$ cat config.mk
export PLATFORM = sky130hd
export DESIGN_NAME = draw_controller
export DESIGN_NICKNAME = d
export VERILOG_FILES = /design/src/hw/raster_pkg.sv /design/src/hw/draw_controller.sv /design/src/hw/bbox_filler.sv
export SDC_FILE = /design/constraint.sdc
export NUM_CORES = 1
export LEC_CHECK = 0
export ABC_CLOCK_PERIOD_IN_PS = 7920
export BUFFER_PORTS_ARGS = -buffer_cell sky130_fd_sc_hd__clkbuf_2
export CAP_MARGIN = 10
export CORE_MARGIN = 5
export CORE_UTILIZATION = 35
export DETAILED_ROUTE_END_ITERATION = 7
export GPL_TIMING_DRIVEN = 1
export SLEW_MARGIN = 20
export SYNTH_ARGS = -nofsm -noshare
export SYNTH_HDL_FRONTEND = slang
export SYNTH_SLANG_ARGS = --single-unit
$ cat constraint.sdc
create_clock -name S_AXI_ACLK -period 7.92 [get_ports S_AXI_ACLK]
set_input_delay 0.396 -clock S_AXI_ACLK [delete_from_list [all_inputs] [get_ports S_AXI_ACLK]]
set_output_delay 0.396 -clock S_AXI_ACLK [all_outputs]
set_load 0.01 [all_outputs]
$ cat src/hw/raster_pkg.sv
// shared constants and types for the triangle fill engine
// frame store is 320x240 bytes, one byte per pixel in 3-3-2 colour
// vertex coordinates are unsigned; no sub-pixel precision

package raster_pkg;

  // ------------------------------
  // bus and register file
  localparam int axi_addr_w = 5;
  localparam int axi_data_w = 32;
  localparam int num_regs   = 8;
  // a write here pushes the triangle held in registers 0 to 3
  localparam int reg_kick   = 4;

  // ------------------------------
  // frame store geometry
  localparam int fb_width  = 320;
  localparam int fb_height = 240;
  localparam int fb_depth  = fb_width * fb_height;
  localparam int fb_addr_w = 17;

  // triangle queue
  localparam int tri_fifo_depth = 16;

  // ------------------------------
  // pixel and vertex types
  typedef logic [8:0] vx_t;
  typedef logic [7:0] vy_t;

  // 3 bits red, 3 bits green, 2 bits blue
  typedef struct packed {
    logic [2:0] r;
    logic [2:0] g;
    logic [1:0] b;
  } colour_t;

  typedef struct packed {
    vx_t x;
    vy_t y;
  } vertex_t;

  // v[0] comes from register 0, v[2] from register 2
  typedef struct packed {
    vertex_t [2:0] v;
    colour_t       colour;
  } tri_t;

  typedef enum logic [1:0] {clear_buf, wait_tri, fill_tri} draw_state_t;

  // value written to every pixel during a clear
  localparam colour_t clear_colour = '0;

endpackage
$ cat src/hw/draw_controller.sv
// clears the frame store after reset and on each vsync rising edge,
// then fills queued triangles one at a time
// a vsync edge abandons the running fill; queued triangles are kept
`timescale 1ns/100ps

module draw_controller
(
  input  logic                             S_AXI_ACLK,
  input  logic                             S_AXI_ARESETN,
  input  logic                             vsync,
  input  logic                             empty,
  input  raster_pkg::tri_t                 tri_out,
  output logic                             pop,
  output logic                             we,
  output logic [raster_pkg::fb_addr_w-1:0] waddr,
  output raster_pkg::colour_t              wdata
);
  import raster_pkg::*;

  draw_state_t          state;
  logic [fb_addr_w-1:0] clear_addr;
  logic                 vsync_s1;
  logic                 vsync_s2;
  logic                 vsync_d;
  logic                 vsync_rise;
  logic                 fill_rst_n;
  logic                 fill_we;
  logic [fb_addr_w-1:0] fill_addr;
  colour_t              fill_colour;
  logic                 done;

  // ------------------------------
  // vsync comes from the video clock domain, two flop synchroniser
  always_ff @(posedge S_AXI_ACLK)
  begin
    if (!S_AXI_ARESETN)
    begin
      vsync_s1 <= 1'b0;
      vsync_s2 <= 1'b0;
      vsync_d  <= 1'b0;
    end
    else
    begin
      vsync_s1 <= vsync;
      vsync_s2 <= vsync_s1;
      vsync_d  <= vsync_s2;
    end
  end

  assign vsync_rise = vsync_s2 && !vsync_d;

  // take the head as soon as it is there; pop doubles as the filler start
  assign pop = (state == wait_tri) && !empty && !vsync_rise;

  // ------------------------------
  // state machine
  always_ff @(posedge S_AXI_ACLK)
  begin
    if (!S_AXI_ARESETN || vsync_rise)
    begin
      state      <= clear_buf;
      clear_addr <= '0;
    end
    else
    begin
      case (state)
        clear_buf:
        begin
          // one address per cycle over the whole store
          if (clear_addr == fb_addr_w'(fb_depth - 1))
          begin
            clear_addr <= '0;
            state      <= wait_tri;
          end
          else
            clear_addr <= clear_addr + 1'b1;
        end
        wait_tri:
          if (!empty)
            state <= fill_tri;
        fill_tri:
          if (done)
            state <= wait_tri;
        default:
          state <= clear_buf;
      endcase
    end
  end

  // filler is reset on vsync so an abandoned fill stops writing
  assign fill_rst_n = S_AXI_ARESETN && !vsync_rise;

  bbox_filler filler0
  (
    .S_AXI_ACLK    (S_AXI_ACLK),
    .S_AXI_ARESETN (fill_rst_n),
    .start         (pop),
    .tri_in        (tri_out),
    .fill_we       (fill_we),
    .fill_addr     (fill_addr),
    .fill_colour   (fill_colour),
    .done          (done)
  );

  // frame store port, clear counter or filler
  always_comb
  begin
    if (state == clear_buf)
    begin
      we    = 1'b1;
      waddr = clear_addr;
      wdata = clear_colour;
    end
    else
    begin
      we    = fill_we;
      waddr = fill_addr;
      wdata = fill_colour;
    end
  end

endmodule

$ cat src/hw/bbox_filler.sv
// fills the bounding box of a triangle with its colour, row by row
// box corners are clipped to 319 and 239, both min and max
// one pixel per cycle, start is ignored-safe only when idle
`timescale 1ns/100ps

module bbox_filler
(
  input  logic                             S_AXI_ACLK,
  input  logic                             S_AXI_ARESETN,
  input  logic                             start,
  input  raster_pkg::tri_t                 tri_in,
  output logic                             fill_we,
  output logic [raster_pkg::fb_addr_w-1:0] fill_addr,
  output raster_pkg::colour_t              fill_colour,
  output logic                             done
);
  import raster_pkg::*;

  vx_t  lo_x;
  vx_t  hi_x;
  vy_t  lo_y;
  vy_t  hi_y;
  vx_t  x_min;
  vx_t  x_max;
  vy_t  y_max;
  vx_t  x_cnt;
  vy_t  y_cnt;
  logic busy;
  logic last;

  // min and max over the three vertices, then clip to the screen
  always_comb
  begin
    lo_x = tri_in.v[0].x;
    hi_x = tri_in.v[0].x;
    lo_y = tri_in.v[0].y;
    hi_y = tri_in.v[0].y;
    for (int i = 1; i < 3; i++)
    begin
      if (tri_in.v[i].x < lo_x) lo_x = tri_in.v[i].x;
      if (tri_in.v[i].x > hi_x) hi_x = tri_in.v[i].x;
      if (tri_in.v[i].y < lo_y) lo_y = tri_in.v[i].y;
      if (tri_in.v[i].y > hi_y) hi_y = tri_in.v[i].y;
    end
    if (lo_x > vx_t'(fb_width - 1)) lo_x = vx_t'(fb_width - 1);
    if (hi_x > vx_t'(fb_width - 1)) hi_x = vx_t'(fb_width - 1);
    if (lo_y > vy_t'(fb_height - 1)) lo_y = vy_t'(fb_height - 1);
    if (hi_y > vy_t'(fb_height - 1)) hi_y = vy_t'(fb_height - 1);
  end

  assign last = (x_cnt == x_max) && (y_cnt == y_max);

  always_ff @(posedge S_AXI_ACLK)
  begin
    if (!S_AXI_ARESETN)
      busy <= 1'b0;
    else if (start)
      busy <= 1'b1;
    else if (busy && last)
      busy <= 1'b0;
  end

  // box registered on start, then x runs fastest
  always_ff @(posedge S_AXI_ACLK)
  begin
    if (start)
    begin
      x_min       <= lo_x;
      x_max       <= hi_x;
      y_max       <= hi_y;
      x_cnt       <= lo_x;
      y_cnt       <= lo_y;
      fill_colour <= tri_in.colour;
    end
    else if (busy)
    begin
      if (x_cnt == x_max)
      begin
        x_cnt <= x_min;
        y_cnt <= y_cnt + 1'b1;
      end
      else
        x_cnt <= x_cnt + 1'b1;
    end
  end

  assign fill_we   = busy;
  assign done      = busy && last;
  // row-major address
  assign fill_addr = fb_addr_w'(y_cnt) * fb_addr_w'(fb_width) + fb_addr_w'(x_cnt);

endmodule

---- Word level (Yosys, flattened, before mapping) ----
Cells that the tools add are included.
Widths: inputs -> output; s select.
word-level totals
  register bits ........................... 74
  bits in latches ......................... 0
  memory bits (writable) .................. 0
  bits in read-only memories .............. 0
  input bits .............................. 63
  output and inout port bits .............. 27
  logic and storage cells ................. 82
  memories kept ........................... 0
cells by class
  add/sub/neg operators ................... 4
  multipliers ............................. 1
  div/mod/pow operators ................... 0
  $lt $le $gt $ge ......................... 12
  equality and inequality tests ........... 8
  shift-type cells ........................ 0
  mux-type cells .......................... 26
  bitwise operators ....................... 0
  reduce and logical (&&, ||, !) cells .... 17
operator list
  operator               number
  $mux 8                 9
  $mux 9                 8
  $mux 17                2
  $gt 9x9->1             2
  $gt 9x9->1 const B     2
  $lt 9x9->1             2
  $add 17x1->17 const B  1
  $add 17x9->17          1
  $eq 17x17->1 const B   1
  $gt 8x8->1             2
  $gt 8x8->1 const B     2
  $lt 8x8->1             2
  $mul 8x3->11 const B   1
  $add 9x1->9 const B    1
  $eq 9x9->1             1
  $add 8x1->8 const B    1
  $eq 8x8->1             1
  $logic_and 1x1->1      6
  $mux 2                 3
  $ne 2x2->1 const B     3
  $pmux 2 s3             1
  $reduce_bool 2->1      3
  $logic_not 1->1        4
  $mux 1                 3
  6 further kinds        6

---- Longest topological paths before layout ----
Gate-level depths: netlist (run 1).
  word-level depth ........................ 7
  depth in mapped cells ................... 19
  depth with buffers taken out ............ 17

---- Cells and area by module ----
From an unflattened synthesis (run 1), not the netlist that was laid out.
second synthesis, totals
  cells, all modules ...................... 708
  area total of the unflattened synthesis .. 6487.5 sq um
modules (own cells, without submodules)
  module           instances  cells an instance  area each (sq um)  seq. area each (sq um)
  bbox_filler      1          563                5186.2             1551.5
  draw_controller  1          145                1301.2             440.4

---- Least setup slack after synthesis (run 1) ----
No wires, ideal clock.
  path kind ............................... input to register
  from .................................... in tri_out[23] (netlist name)
  to ...................................... reg filler0.x_cnt[8], data pin
  setup time .............................. 257 ps
  data arrival time ....................... 4032 ps
  data required time ...................... 7663 ps
  setup slack ............................. 3631 ps
  stages on the path ...................... 17
  path buffers ............................ 3
  cells stage by stage .................... inv_1 > ha_1 > and3_1 > buf_6 > a221o_1 > nor2_2 > buf_2 > buf_2 > a21oi_1 > ha_1 > a211oi_1 > o21bai_1 > a2111o_1 > a31oi_2 > o21ai_2 > mux2_2 > a21o_1
on the way
  longest elaborated chain between the ends .. 7
ends and longest elaborated chain
  what                       line                   source
  from (decl)                draw_controller.sv:12  input raster_pkg::tri_t tri_out,
  $lt 9x9->1                 bbox_filler.sv:40      if (tri_in.v[i].x < lo_x) lo_x = tri_in.v[i].x;
  $mux 9 (*)                 bbox_filler.sv:40
  $lt 9x9->1                 bbox_filler.sv:40
  $mux 9 (*)                 bbox_filler.sv:40
  $gt 9x9->1                 bbox_filler.sv:45      if (lo_x > vx_t'(fb_width - 1)) lo_x = vx_t'(fb_width - 1);
  $mux 9 (*)                 bbox_filler.sv:45
  named net filler0.lo_x[8]  bbox_filler.sv:19      vx_t lo_x;
  $mux 9 (*)                 bbox_filler.sv:66      if (start)
  to (signal assigned)       bbox_filler.sv:71      x_cnt <= lo_x;
  to (signal assigned)       bbox_filler.sv:79      x_cnt <= x_min;
  to (signal assigned)       bbox_filler.sv:83      x_cnt <= x_cnt + 1'b1;
  to (decl)                  bbox_filler.sv:26      vx_t x_cnt;
The timed path passes the listed nets; every way through them passes the cells marked *.
A chain may end at the register's enable or synchronous reset.

---- Final worst setup path (run 1) ----
  from .................................... in tri_out[24] (netlist name)
  to ...................................... reg filler0.x_max[2], data pin
on the way
  longest elaborated chain between the ends .. 5
ends and longest elaborated chain
  what                  line               source
  $gt 9x9->1            bbox_filler.sv:41  if (tri_in.v[i].x > hi_x) hi_x = tri_in.v[i].x;
  $mux 9 (*)            bbox_filler.sv:41
  $gt 9x9->1            bbox_filler.sv:41
  $mux 9 (*)            bbox_filler.sv:41
  $gt 9x9->1            bbox_filler.sv:46  if (hi_x > vx_t'(fb_width - 1)) hi_x = vx_t'(fb_width - 1);
  to (signal assigned)  bbox_filler.sv:69  x_max <= hi_x;
  to (decl)             bbox_filler.sv:24  vx_t x_max;
Every way passes the cells marked *; elsewhere a longest branch is shown, timed or not.

==> metrics.md, run 1 <==
| Metric | Value |
|---|---|
| Ys Warns | `0` |
| Kind of end point of the critical path | `register` |
| EDFF count, synth | `a little over 50` |
| CTS max path bufs | `2` |
| Final Max Tran Viols | `0` |
| Net count of the finished layout | `slightly below 1000` |
| Largest net degree at the start of global routing | `38` |
| DR vias/cell | `between 5 and 6` |
| Hold crit path type | `input port to register` |
| Maximum vdd drop | `approximately 0.000098 V` |
| TritonCTS clock tree | `built` |
| Peak Freq | `around 0.21 GHz` |
| Clk pin slew, worst setup/hold paths | `60 ps` |
| Number of distinct library cells after synthesis | `64` |
| Maximum fanout count along the critical path | `11` |
| GRT Residual Overflow | `0` |
| Die boundary width | `~150 um` |
| Leading cell type in the layout, fill and taps excluded | `sky130_fd_sc_hd__clkbuf_2` |
| Leading register cell type out of synthesis | `sky130_fd_sc_hd__edfxtp_1` |
| Number of storage elements in the synthesis netlist | `74` |
| Synthesized Nets | `roughly 880` |
| Setup repair after global routing missed its margin | `no` |
| Post-detailed-route DRC marker count | `0` |
| Layout area overhead | `15.1%` |
| Final sum of negative setup slack | `0 ps` |
| HPWL after DPL | `approximately 13 mm` |
| Most frequent cells in the layout | `sky130_fd_sc_hd__clkbuf_2, sky130_fd_sc_hd__nor2_1, sky130_fd_sc_hd__nand2_1, sky130_fd_sc_hd__ha_1, sky130_fd_sc_hd__a21oi_1` |
| Effective utilization at floorplan | `35.7%` |
| Worst hold slack after final layout | `237 ps` |
| Share of flip-flops with an asynchronous set or reset after synthesis | `0%` |
| Number of clock sinks seen by CTS | `between 70 and 80` |
| Vias in the first global route | `approximately 5500` |
| Worst-Margin Slew | `about 1000 ps` |
| Count of input and output buffers | `between 80 and 90` |
| Hold-fix buffers, CTS | `0` |
| Worst-Skew Late Latency | `330 ps` |
| Total Routing Usage GR | `15.2%` |
| Antenna violations before repair | `0` |
| Number of failing hold endpoints at the final stage | `0` |
| CP Data Required Time | `between 7000 and 8000 ps` |
| Num ports | `90` |
| Clk root buf | `sky130_fd_sc_hd__clkbuf_16` |
| Rel. slew slack | `31.7%` |
| Number of cell rows | `49` |
| Final worst-path setup slack | `approximately 3100 ps` |
| Antenna-violating nets left | `0` |
| Max incr delay on CP | `between 500 and 600 ps` |
| Average instance area after synthesis | `8.58 sq um` |
| Global-route wire length before repair | `roughly 27 mm` |
| Fraction of layout instances using a drive strength above 1 | `between 10% and 20%` |
| Ant. Diodes | `0` |
| CTS Buf Count | `9` |
| Category of the most critical setup path | `input port to register` |
| Die footprint | `21200 sq um` |
| Setup Viol. Count Final | `0` |
| Number of gates resized after cts | `0` |
| Post-CTS setup-driven buffer insertion count | `0` |
| Lkg Pwr | `about 3.2 nW` |
| DR WL/cell | `15.2 um` |
| Max stage delay cell, worst path | `sky130_fd_sc_hd__or4_1` |
| Cell breakdown of the critical path | `clkbuf_2 -> inv_1 -> ha_1 -> and3_1 -> a221o_1 -> o22ai_1 -> buf_4 -> mux2i_1 -> ha_1 -> and3_1 -> o21a_1 -> o31ai_1 -> a21oi_1 -> or4_1 -> nand4_1 -> nand2_1` |
| Final period utilization | `60.9%` |
| Arrival time of the worst setup path | `between 4000 and 5000 ps` |
| Synthesized cell area | `about 6400 sq um` |
| Kind of start point of the critical path | `input port` |
| Detailed Route Iter0 Violations | `roughly 240` |
| Sequential area share after synthesis | `~31%` |
| Number of H-tree levels | `3` |
| Final worst clock skew | `slightly below 7 ps` |
| 1st-pass router iterations | `5` |
| Gate Count Post-Synth | `between 700 and 800` |
| Routed Wire Length | `around 16 mm` |
| Overall die height | `approximately 150 um` |
| Post-layout minimum cycle time | `a little under 5000 ps` |
| Power per unit of standard cell area | `149 nW/um^2` |
| Total of max-cap violations | `0` |
| Core footprint | `approximately 18000 sq um` |
| Outcome | `complete, no violations` |
| Setup slack after placement | `roughly 2800 ps` |
| Routability-driven placement congestion ratio | `a little under 0.9` |
| Via count | `5635` |
==> power by group <==
| part | internal [W] | switching (W) | total, W |
|---|---|---|---|
| Combinational | 0.000113 | 0.000171 | 0.000284 |
| Clock | 0.000241 | 0.000153 | 0.000395 |
| Sequential | 0.000422 | 0.00000153 | 0.000423 |
==> routing by layer <==
metal | routed length [um] | GRT usage [%]
met3 | 845 | 2.74
met5 | 0 | 0
met1 | 8200 | 21.8
met2 | 6990 | 23.5
met4 | 223 | 3.87
==> sequential cells by signal, indices dropped and copies added (netlist names) <==
| register | flops |
|---|---|
| filler0.fill_we | 1 |
| filler0.fill_colour | 8 |
| filler0.x_max | 9 |
| vsync_s2 | 1 |
| filler0.x_min | 9 |
| filler0.y_max | 8 |
| vsync_s1 | 1 |
| state | 2 |
| filler0.x_cnt | 9 |
| clear_addr | 17 |
| filler0.y_cnt | 8 |
| vsync_d | 1 |
==> cell families (layout without fill, tap and decap cells) <==
kind of cell             after synthesis  count (layout)  synth area share, %
AND/OR/NAND/NOR                      286             286                 21.8
AO/OA/AOI/OAI                        168             168                 17.3
flip-flops                            74              74                 31.0
buffers and inverters                 71             161                 4.39
adder cells (fa/ha/maj)               69              69                 13.6
XOR/XNOR                              54              54                 7.35
multiplexers                          28              28                 4.59
==> synthesized netlist by cell type (14+ instances only) <==
cell                       number  area share [%]
sky130_fd_sc_hd__nor2_1        77             4.5
sky130_fd_sc_hd__ha_1          67              13
sky130_fd_sc_hd__nand2_1       67             3.9
sky130_fd_sc_hd__a21oi_1       58             4.5
sky130_fd_sc_hd__edfxtp_1      51              24
sky130_fd_sc_hd__inv_1         51             3.0
sky130_fd_sc_hd__xor2_1        34             4.6
sky130_fd_sc_hd__nand3_1       30             2.3
sky130_fd_sc_hd__o21ai_0       30             2.3
sky130_fd_sc_hd__dfxtp_1       23             7.2
sky130_fd_sc_hd__nor3_1        21             1.6
sky130_fd_sc_hd__xnor2_1       20             2.7
sky130_fd_sc_hd__mux2i_1       16             2.5
sky130_fd_sc_hd__and3_1        15             1.5
sky130_fd_sc_hd__and2_1        14             1.4
sky130_fd_sc_hd__clkbuf_1      14            0.82
==> per-stage QoR <==
stage               instances  total power, W  util, %  instance area [sq um]
finish                   1069         0.00110     41.1                   7410
CTS                      1069         0.00111     41.1                   7410
detailed placement       1054        0.000713     39.5                   7120
floorplan                 750        0.000633        -                   6430
global route             1069         0.00116     41.1                   7410
global placement         1054        0.000712     39.5                   7120
==> worst max-delay path: cells and delay by family <==
family          cells  cell delay [ps]
mux                 1              300
compound gates      5             1810
simple gates        5             1280
fa+ha+maj           2              610
buf+inv             3              490
==> final timing paths <==
path                      start                     end  slack (ps)  depth (start not counted)
setup reg to reg  clear_addr[2]          clear_addr[13]        5350                          6
hold reg to reg        vsync_s1                vsync_s2         450                          1
hold / removal       tri_out[2]  filler0.fill_colour[2]         240                          1
setup / recovery    tri_out[24]        filler0.x_max[2]        3100                         16
==> final cells by class <==
cell class                      count  area [sq um]
Clock buffer                       10           229
Clock inverter                      5          56.3
Timing Repair Buffer               95           490
Tap cell                          229           287
Sequential cell                    74          1990
Multi-Input combinational cell    605          4160
Fill cell                        1867         10600
Inverter                           51           191
(Power assumes the default switching activity.)
==> inputs of run 2 (changes only) <==
Settings changed: ABC_CLOCK_PERIOD_IN_PS 7920 to 4100.
Clock period 7.92 ns to 4.1 ns, I/O delays scaled along.
==> run 2 against run 1 <==
  * Core utilization rose by 1.7 points
  * Register-to-register slack got worse by 3400 ps
  * Count of clock-buffer cells in the layout rose by 3
  * First-iteration DRC count fell by 5.8%
  * Non-clock buffer count rose by 36
  * Critical path depth rose by 1
  * Sequential power rose by 93%
  * Final cell count rose by 3.5%
  * Flip-flop and latch count did not move
  * Clock skew rose by 2.1 ps
  * Critical endpoint is now filler0.y_max[3]
  * Highest routed layer unchanged
==> metrics.md, run 2 (synthesized netlist as in run 1, its figures left out) <==
| Metric | Value |
|---|---|
| Total of max-cap violations | `0 (unchanged)` |
| TritonCTS clock tree | `built (unchanged)` |
| CTS max path bufs | `2 (unchanged)` |
| Final worst clock skew | `8.92 ps (was 6.81 ps)` |
| Arrival time of the worst setup path | `3820 ps (was 4890 ps)` |
| Final sum of negative setup slack | `0 ps (unchanged)` |
| Worst-Skew Late Latency | `330 ps (about the same)` |
| Via count | `5759 (was 5635)` |
| DR WL/cell | `15.1 um (was 15.2 um)` |
| HPWL after DPL | `13.7 mm (was 13.2 mm)` |
| Number of H-tree levels | `3 (unchanged)` |
| Power per unit of standard cell area | `287 nW/um^2 (was 149 nW/um^2)` |
| Number of cell instances on the worst register-to-register path | `7 (was 6)` |
| Maximum vdd drop | `0.000188 V (was 0.0000979 V)` |
| Cell depth of the worst hold path | `1 (unchanged)` |
| Number of cell rows | `49 (unchanged)` |
| Effective utilization at floorplan | `35.7% (unchanged)` |
| Routability-driven placement congestion ratio | `0.907 (was 0.879)` |
| Leading cell type in the layout, fill and taps excluded | `sky130_fd_sc_hd__clkbuf_2 (unchanged)` |
| Lkg Pwr | `3.35 nW (was 3.16 nW)` |
| Number of failing hold endpoints at the final stage | `0 (unchanged)` |
| Antenna-violating nets left | `0 (unchanged)` |
| CTS Buf Count | `9 (unchanged)` |
| Ant. Diodes | `0 (unchanged)` |
| Setup slack of the worst register-to-register path | `1950 ps (was 5350 ps)` |
| Hold crit path type | `input port to register (unchanged)` |
| Global-route wire length before repair | `27.8 mm (was 27.2 mm)` |
| Number of clock sinks seen by CTS | `74 (unchanged)` |
| Layout area overhead | `19.7% (was 15.1%)` |
| Most flop-heavy register | `clear_addr (unchanged)` |
| Worst hold slack after final layout | `51.4 ps (was 237 ps)` |
| DR vias/cell | `5.21 (was 5.27)` |
| Hold Crit Start | `tri_out[2] (unchanged)` |
| Beginning of the worst register-to-register path | `state[1] (was clear_addr[2])` |
| Detailed Route Iter0 Violations | `229 (was 243)` |
| 1st-pass router iterations | `5 (unchanged)` |
| Fraction of layout instances using a drive strength above 1 | `20.5% (was 16.7%)` |
| Overall die height | `146 um (unchanged)` |
| Most frequent cells in the layout | `sky130_fd_sc_hd__clkbuf_2, sky130_fd_sc_hd__nor2_1, sky130_fd_sc_hd__nand2_1, sky130_fd_sc_hd__ha_1, sky130_fd_sc_hd__a21oi_1 (unchanged)` |
| Outcome | `complete, no violations (unchanged)` |
| Num ports | `90 (unchanged)` |
| Rel. slew slack | `40.6% (was 31.7%)` |
| Maximum fanout count along the critical path | `5 (was 11)` |
| Critical path origin | `tri_out[14] (was tri_out[24])` |
| Category of the most critical setup path | `input port to register (unchanged)` |
| Kind of start point of the critical path | `input port (unchanged)` |
| CP Data Required Time | `4180 ps (was 7990 ps)` |
| Setup Viol. Count Final | `0 (unchanged)` |
| Count of input and output buffers | `89 (unchanged)` |
| Clk pin slew, worst setup/hold paths | `60 ps (about the same)` |
| Worst-Margin Slew | `880 ps (was 1020 ps)` |
| Routed Wire Length | `16.7 mm (was 16.3 mm)` |
| Kind of end point of the critical path | `register (unchanged)` |
| Net count of the finished layout | `1004 (was 968)` |
| Clk root buf | `sky130_fd_sc_hd__clkbuf_16 (unchanged)` |
| Post-detailed-route DRC marker count | `0 (unchanged)` |
| Largest register FFs | `17 (unchanged)` |
| Core footprint | `18000 sq um (unchanged)` |
| Total of fill cells in the finished design | `1864 (was 1867)` |
| Hold-fix buffers, CTS | `0 (unchanged)` |
| Crit Reg-Reg Endpoint | `filler0.y_cnt[2] (was clear_addr[13])` |
| GRT Residual Overflow | `0 (unchanged)` |
| Post-layout minimum cycle time | `approximately 3700 ps` |
| Final period utilization | `91.4%` |
| Total Routing Usage GR | `15.6% (was 15.2%)` |
| Largest net degree at the start of global routing | `31 (was 38)` |
| Endpoint of the worst hold path | `filler0.fill_colour[2] (unchanged)` |
| Antenna violations before repair | `0 (unchanged)` |
| Peak Freq | `roughly 0.27 GHz` |
| Die footprint | `21200 sq um (unchanged)` |
| Final Max Tran Viols | `0 (unchanged)` |
| Die boundary width | `146 um (unchanged)` |
| Vias in the first global route | `5571 (was 5452)` |
-- run 2: metal layers --
metal / track usage (%) / wire length, um
met3: 2.43 / 756
met2: 23.9 / 7230
met1: 22.8 / 8450
met5: 0 / 0
met4: 4.06 / 275
-- run 2: worst max path at each step --
stage / endpoint / slack, ps / cells after the start
final: filler0.y_max[3] / 350 / 17
after floorplan: filler0.x_cnt[8] / 2 / 17
after global placement: filler0.y_max[2] / 50 / 17
after global routing: filler0.y_cnt[1] / -100 / 18
after detailed placement: filler0.y_cnt[1] / -20 / 18
after CTS: filler0.y_cnt[1] / 310 / 18
-- run 2: report_power, final --
part | switching [W] | internal (W)
logic | 0.000343 | 0.000272
registers | 0.00000287 | 0.000815
clock network | 0.000308 | 0.000469
total | 0.000654 | 0.00156
-- run 2: layout make-up --
class / count / area, sq um / share of cell area, %
clock buffers: 13 / 274 / 3.56
inverters: 51 / 191 / 2.48
repair buffers: 131 / 773 / 10.0
flip-flops and latches: 74 / 1990 / 25.9
clock inverters: 3 / 20.0 / 0.260
well taps: 229 / 287 / 3.72
multi-input cells: 605 / 4170 / 54.1
-- run 2: critical path, cell delays in order --
cell and delay [ps]:
sky130_fd_sc_hd__clkbuf_2 120, sky130_fd_sc_hd__inv_1 60, sky130_fd_sc_hd__ha_1 290, sky130_fd_sc_hd__nand4_1 160
sky130_fd_sc_hd__nor2_1 330, sky130_fd_sc_hd__nor2_1 150, sky130_fd_sc_hd__nor2_2 160, sky130_fd_sc_hd__buf_4 170
sky130_fd_sc_hd__mux2i_1 360, sky130_fd_sc_hd__ha_1 310, sky130_fd_sc_hd__a21o_1 190, sky130_fd_sc_hd__a22oi_1 180
sky130_fd_sc_hd__a31oi_1 120, sky130_fd_sc_hd__and2_1 220, sky130_fd_sc_hd__a311oi_1 380, sky130_fd_sc_hd__nor4_1 120
sky130_fd_sc_hd__or2_2 310
-- run 2: through the flow --
stage	setup slack, ps	util, %	area (sq um)	power, W	instances
2_1_floorplan	2.16	-	6430	0.00122	750
3_3_place_gp	52.5	41.1	7400	0.00144	1090
3_5_place_dp	-18.2	41.1	7400	0.00144	1090
4_1_cts	313	42.7	7700	0.00222	1106
5_1_grt	-104	42.7	7700	0.00233	1106
6_report	354	42.7	7700	0.00221	1106
-- run 2: what timing repair did --
item	4_1_cts	5_1_grt
gates resized for setup	0	2
buffers inserted	0	0
setup endpoints to repair	0	3
==> inputs of run 3 (changes only) <==
Settings changed: PLACE_DENSITY set to 0.62.
==> run 3 against run 2 <==
  * Count of clock-buffer cells in the layout shrank 4
  * Design area decreased by 0.15%
  * Sequential share of layout area about the same
  * Clock skew fell by 2.5 ps
  * Register-to-register slack got worse by 450 ps
  * Die area is the same
  * Critical path depth down 1
  * Core utilization is 0.062 points lower
  * Non-clock buffer count stayed put
  * Via count up 0.42%
  * Critical path type unchanged
  * Critical endpoint is now filler0.y_max[2]
==> metrics.md, run 3 (synthesized netlist as in run 1, its figures left out) <==
| Metric | Value |
|---|---|
| Outcome | `complete, no violations (unchanged)` |
| Routability-driven placement congestion ratio | `0.914 (was 0.907)` |
| Leading cell type in the layout, fill and taps excluded | `sky130_fd_sc_hd__clkbuf_2 (unchanged)` |
| Number of clock sinks seen by CTS | `74 (unchanged)` |
| 1st-pass router iterations | `4 (was 5)` |
| Met3 Resource Use GR | `2.09% (was 2.43%)` |
| Post-placement cell count | `1090 (unchanged)` |
| Global-route wire length before repair | `27.6 mm (was 27.8 mm)` |
| Number of failing hold endpoints at the final stage | `0 (unchanged)` |
| CTS max path bufs | `2 (unchanged)` |
| Effective utilization at floorplan | `35.7% (unchanged)` |
| Num ports | `90 (unchanged)` |
| Overall die height | `146 um (unchanged)` |
| Setup slack after placement | `-191 ps (was -18.2 ps)` |
| Ant. Diodes | `0 (unchanged)` |
| Antenna-violating nets left | `0 (unchanged)` |
| Number of cell instances on the worst register-to-register path | `6 (was 7)` |
| Post-layout minimum cycle time | `3750 ps (about the same)` |
| Post-detailed-route DRC marker count | `0 (unchanged)` |
| Fraction of layout instances using a drive strength above 1 | `20.3% (was 20.5%)` |
| Clk pin slew, worst setup/hold paths | `60 ps (about the same)` |
| Cell depth of the worst hold path | `1 (unchanged)` |
| Post-Place Cell Area | `7390 sq um (was 7400 sq um)` |
| GR peak layer | `met2 (unchanged)` |
| Max stage delay cell, worst path | `sky130_fd_sc_hd__nor2_2 (was sky130_fd_sc_hd__a311oi_1)` |
| Routed Wire Length | `16.4 mm (was 16.7 mm)` |
| Setup slack of the worst register-to-register path | `1500 ps (was 1950 ps)` |
| Layout Cells excl Fill | `1106 (unchanged)` |
| DR vias/cell | `5.23 (was 5.21)` |
| DR WL/cell | `14.8 um (was 15.1 um)` |
| Kind of start point of the critical path | `input port (unchanged)` |
| CP Data Required Time | `4180 ps (about the same)` |
| Beginning of the worst register-to-register path | `clear_addr[2] (was state[1])` |
| Critical path origin | `tri_out[15] (was tri_out[14])` |
| Rel. slew slack | `29.1% (was 40.6%)` |
| Worst-Skew Late Latency | `340 ps (was 330 ps)` |
| Total of fill cells in the finished design | `1861 (was 1864)` |
| Clk root buf | `sky130_fd_sc_hd__clkbuf_16 (unchanged)` |
| Setup Viol. Count Final | `0 (unchanged)` |
| GRT Residual Overflow | `0 (unchanged)` |
| Sum of buffers and inverters on the critical path | `2 (was 3)` |
| Cell breakdown of the critical path | `clkbuf_2 -> inv_1 -> ha_1 -> nand4_1 -> nor2_1 -> nor2_1 -> nor2_2 -> mux2i_1 -> ha_1 -> a21o_1 -> a22oi_1 -> a31oi_1 -> and2_1 -> a311oi_1 -> nor4_1 -> or2_2 (was clkbuf_2 -> inv_1 -> ha_1 -> nand4_1 -> nor2_1 -> nor2_1 -> nor2_2 -> buf_4 -> mux2i_1 -> ha_1 -> a21o_1 -> a22oi_1 -> a31oi_1 -> and2_1 -> a311oi_1 -> nor4_1 -> or2_2)` |
| Vias in the first global route | `5647 (was 5571)` |
| Die footprint | `21200 sq um (unchanged)` |
| Maximum vdd drop | `0.000202 V (was 0.000188 V)` |
| Final Instance Area | `7690 sq um (was 7700 sq um)` |
| Endpoint of the worst hold path | `filler0.fill_colour[2] (unchanged)` |
| Sequential cell area | `1990 sq um (unchanged)` |
| Post-CTS setup-driven buffer insertion count | `0 (unchanged)` |
| Maximum fanout count along the critical path | `7 (was 5)` |
| Largest net degree at the start of global routing | `48 (was 31)` |
| HPWL after DPL | `13.3 mm (was 13.7 mm)` |
| Hold crit path type | `input port to register (unchanged)` |
| Global routing met1 resource utilization | `21.8% (was 22.8%)` |
| Net count of the finished layout | `1004 (unchanged)` |
| TritonCTS clock tree | `built (unchanged)` |
| Arrival time of the worst setup path | `3830 ps (was 3820 ps)` |
| Via count | `5783 (was 5759)` |
| Setup repair after global routing missed its margin | `no` |
| Max incr delay on CP | `400 ps (was 380 ps)` |
| Layout area overhead | `19.5% (was 19.7%)` |
| Count of input and output buffers | `89 (unchanged)` |
| Final worst-path setup slack | `350 ps (was 354 ps)` |
| Most flop-heavy register | `clear_addr (unchanged)` |
| CTS Buf Count | `9 (unchanged)` |
| Number of cell rows | `49 (unchanged)` |
| Largest register FFs | `17 (unchanged)` |
| Final period utilization | `91.5% (was 91.4%)` |
| Kind of end point of the critical path | `register (unchanged)` |
| Power per unit of standard cell area | `288 nW/um^2 (was 287 nW/um^2)` |
| Worst-Margin Slew | `1060 ps (was 880 ps)` |
| Number of H-tree levels | `3 (unchanged)` |
| Antenna violations before repair | `0 (unchanged)` |
| Die boundary width | `146 um (unchanged)` |
| Total of max-cap violations | `0 (unchanged)` |
| Crit Reg-Reg Endpoint | `clear_addr[3] (was filler0.y_cnt[2])` |
| Final Max Tran Viols | `0 (unchanged)` |
| Core footprint | `18000 sq um (unchanged)` |
| Crit path max-delay family | `simple AND/OR/NAND/NOR gates (unchanged)` |
| Met2 track demand over resource in global routing | `24.3% (was 23.9%)` |
| Worst hold slack after final layout | `37.8 ps (was 51.4 ps)` |
| Footprint of the multi-input gates | `4170 sq um (about the same)` |
| Most frequent cells in the layout | `sky130_fd_sc_hd__clkbuf_2, sky130_fd_sc_hd__nor2_1, sky130_fd_sc_hd__nand2_1, sky130_fd_sc_hd__ha_1, sky130_fd_sc_hd__a21oi_1 (unchanged)` |
| Lkg Pwr | `3.34 nW (was 3.35 nW)` |
| Final worst clock skew | `6.38 ps (was 8.92 ps)` |
| Hold Crit Start | `tri_out[2] (unchanged)` |
| Detailed Route Iter0 Violations | `274 (was 229)` |
| Category of the most critical setup path | `input port to register (unchanged)` |
| Total Routing Usage GR | `15.4% (was 15.6%)` |
| Peak Freq | `0.267 GHz (about the same)` |
[run 3: worst max path at each step]
stage          depth (start not counted)                to
2_1_floorplan                         17  filler0.x_cnt[8]
3_3_place_gp                          17  filler0.y_cnt[2]
3_5_place_dp                          16  filler0.y_cnt[2]
4_1_cts                               16  filler0.y_cnt[2]
5_1_grt                               16  filler0.y_max[2]
6_report                              16  filler0.y_max[2]
[run 3: what timing repair did]
item / CTS / global route
setup endpoints to repair: 0 / 8
resized for setup: 0 / 3
hold buffers: 0 / 0
[run 3: worst register-to-register path: cells and delay by family, from the launching register on]
family | cells | cell delay, ps
DFF | 1 | 420
and+or+nand+nor | 5 | 1190
AOI/OAI and AO/OA | 1 | 850
[run 3: final cells by class]
type | count | share of cell area [%]
clock buffer | 9 | 2.93
clock inverter | 7 | 0.878
tap | 229 | 3.72
timing repair buffer | 131 | 9.89
multi-input combinational | 605 | 54.2
inverter | 51 | 2.49
sequential | 74 | 25.9
[run 3: report_power, final]
part	switching [W]	total, W	internal [W]
sequential	0.00000306	0.000818	0.000815
combinational	0.000341	0.000610	0.000270
clock	0.000318	0.000787	0.000469
total	0.000662	0.00222	0.00155
[run 3: per-layer routing]
layer / wire length, um / vias up
li1: - / 2973
met1: 8080 / 2639
met2: 7170 / 146
met3: 787 / 25
met4: 361 / 0
met5: 0 / -
[run 3: through the flow]
stage	utilization [%]	total power [W]	TNS, ps
after floorplan	-	0.00122	0
after global placement	41.0	0.00143	-640
after detailed placement	41.0	0.00144	-1040
after CTS	42.6	0.00223	0
after global routing	42.7	0.00234	0
final	42.7	0.00222	0
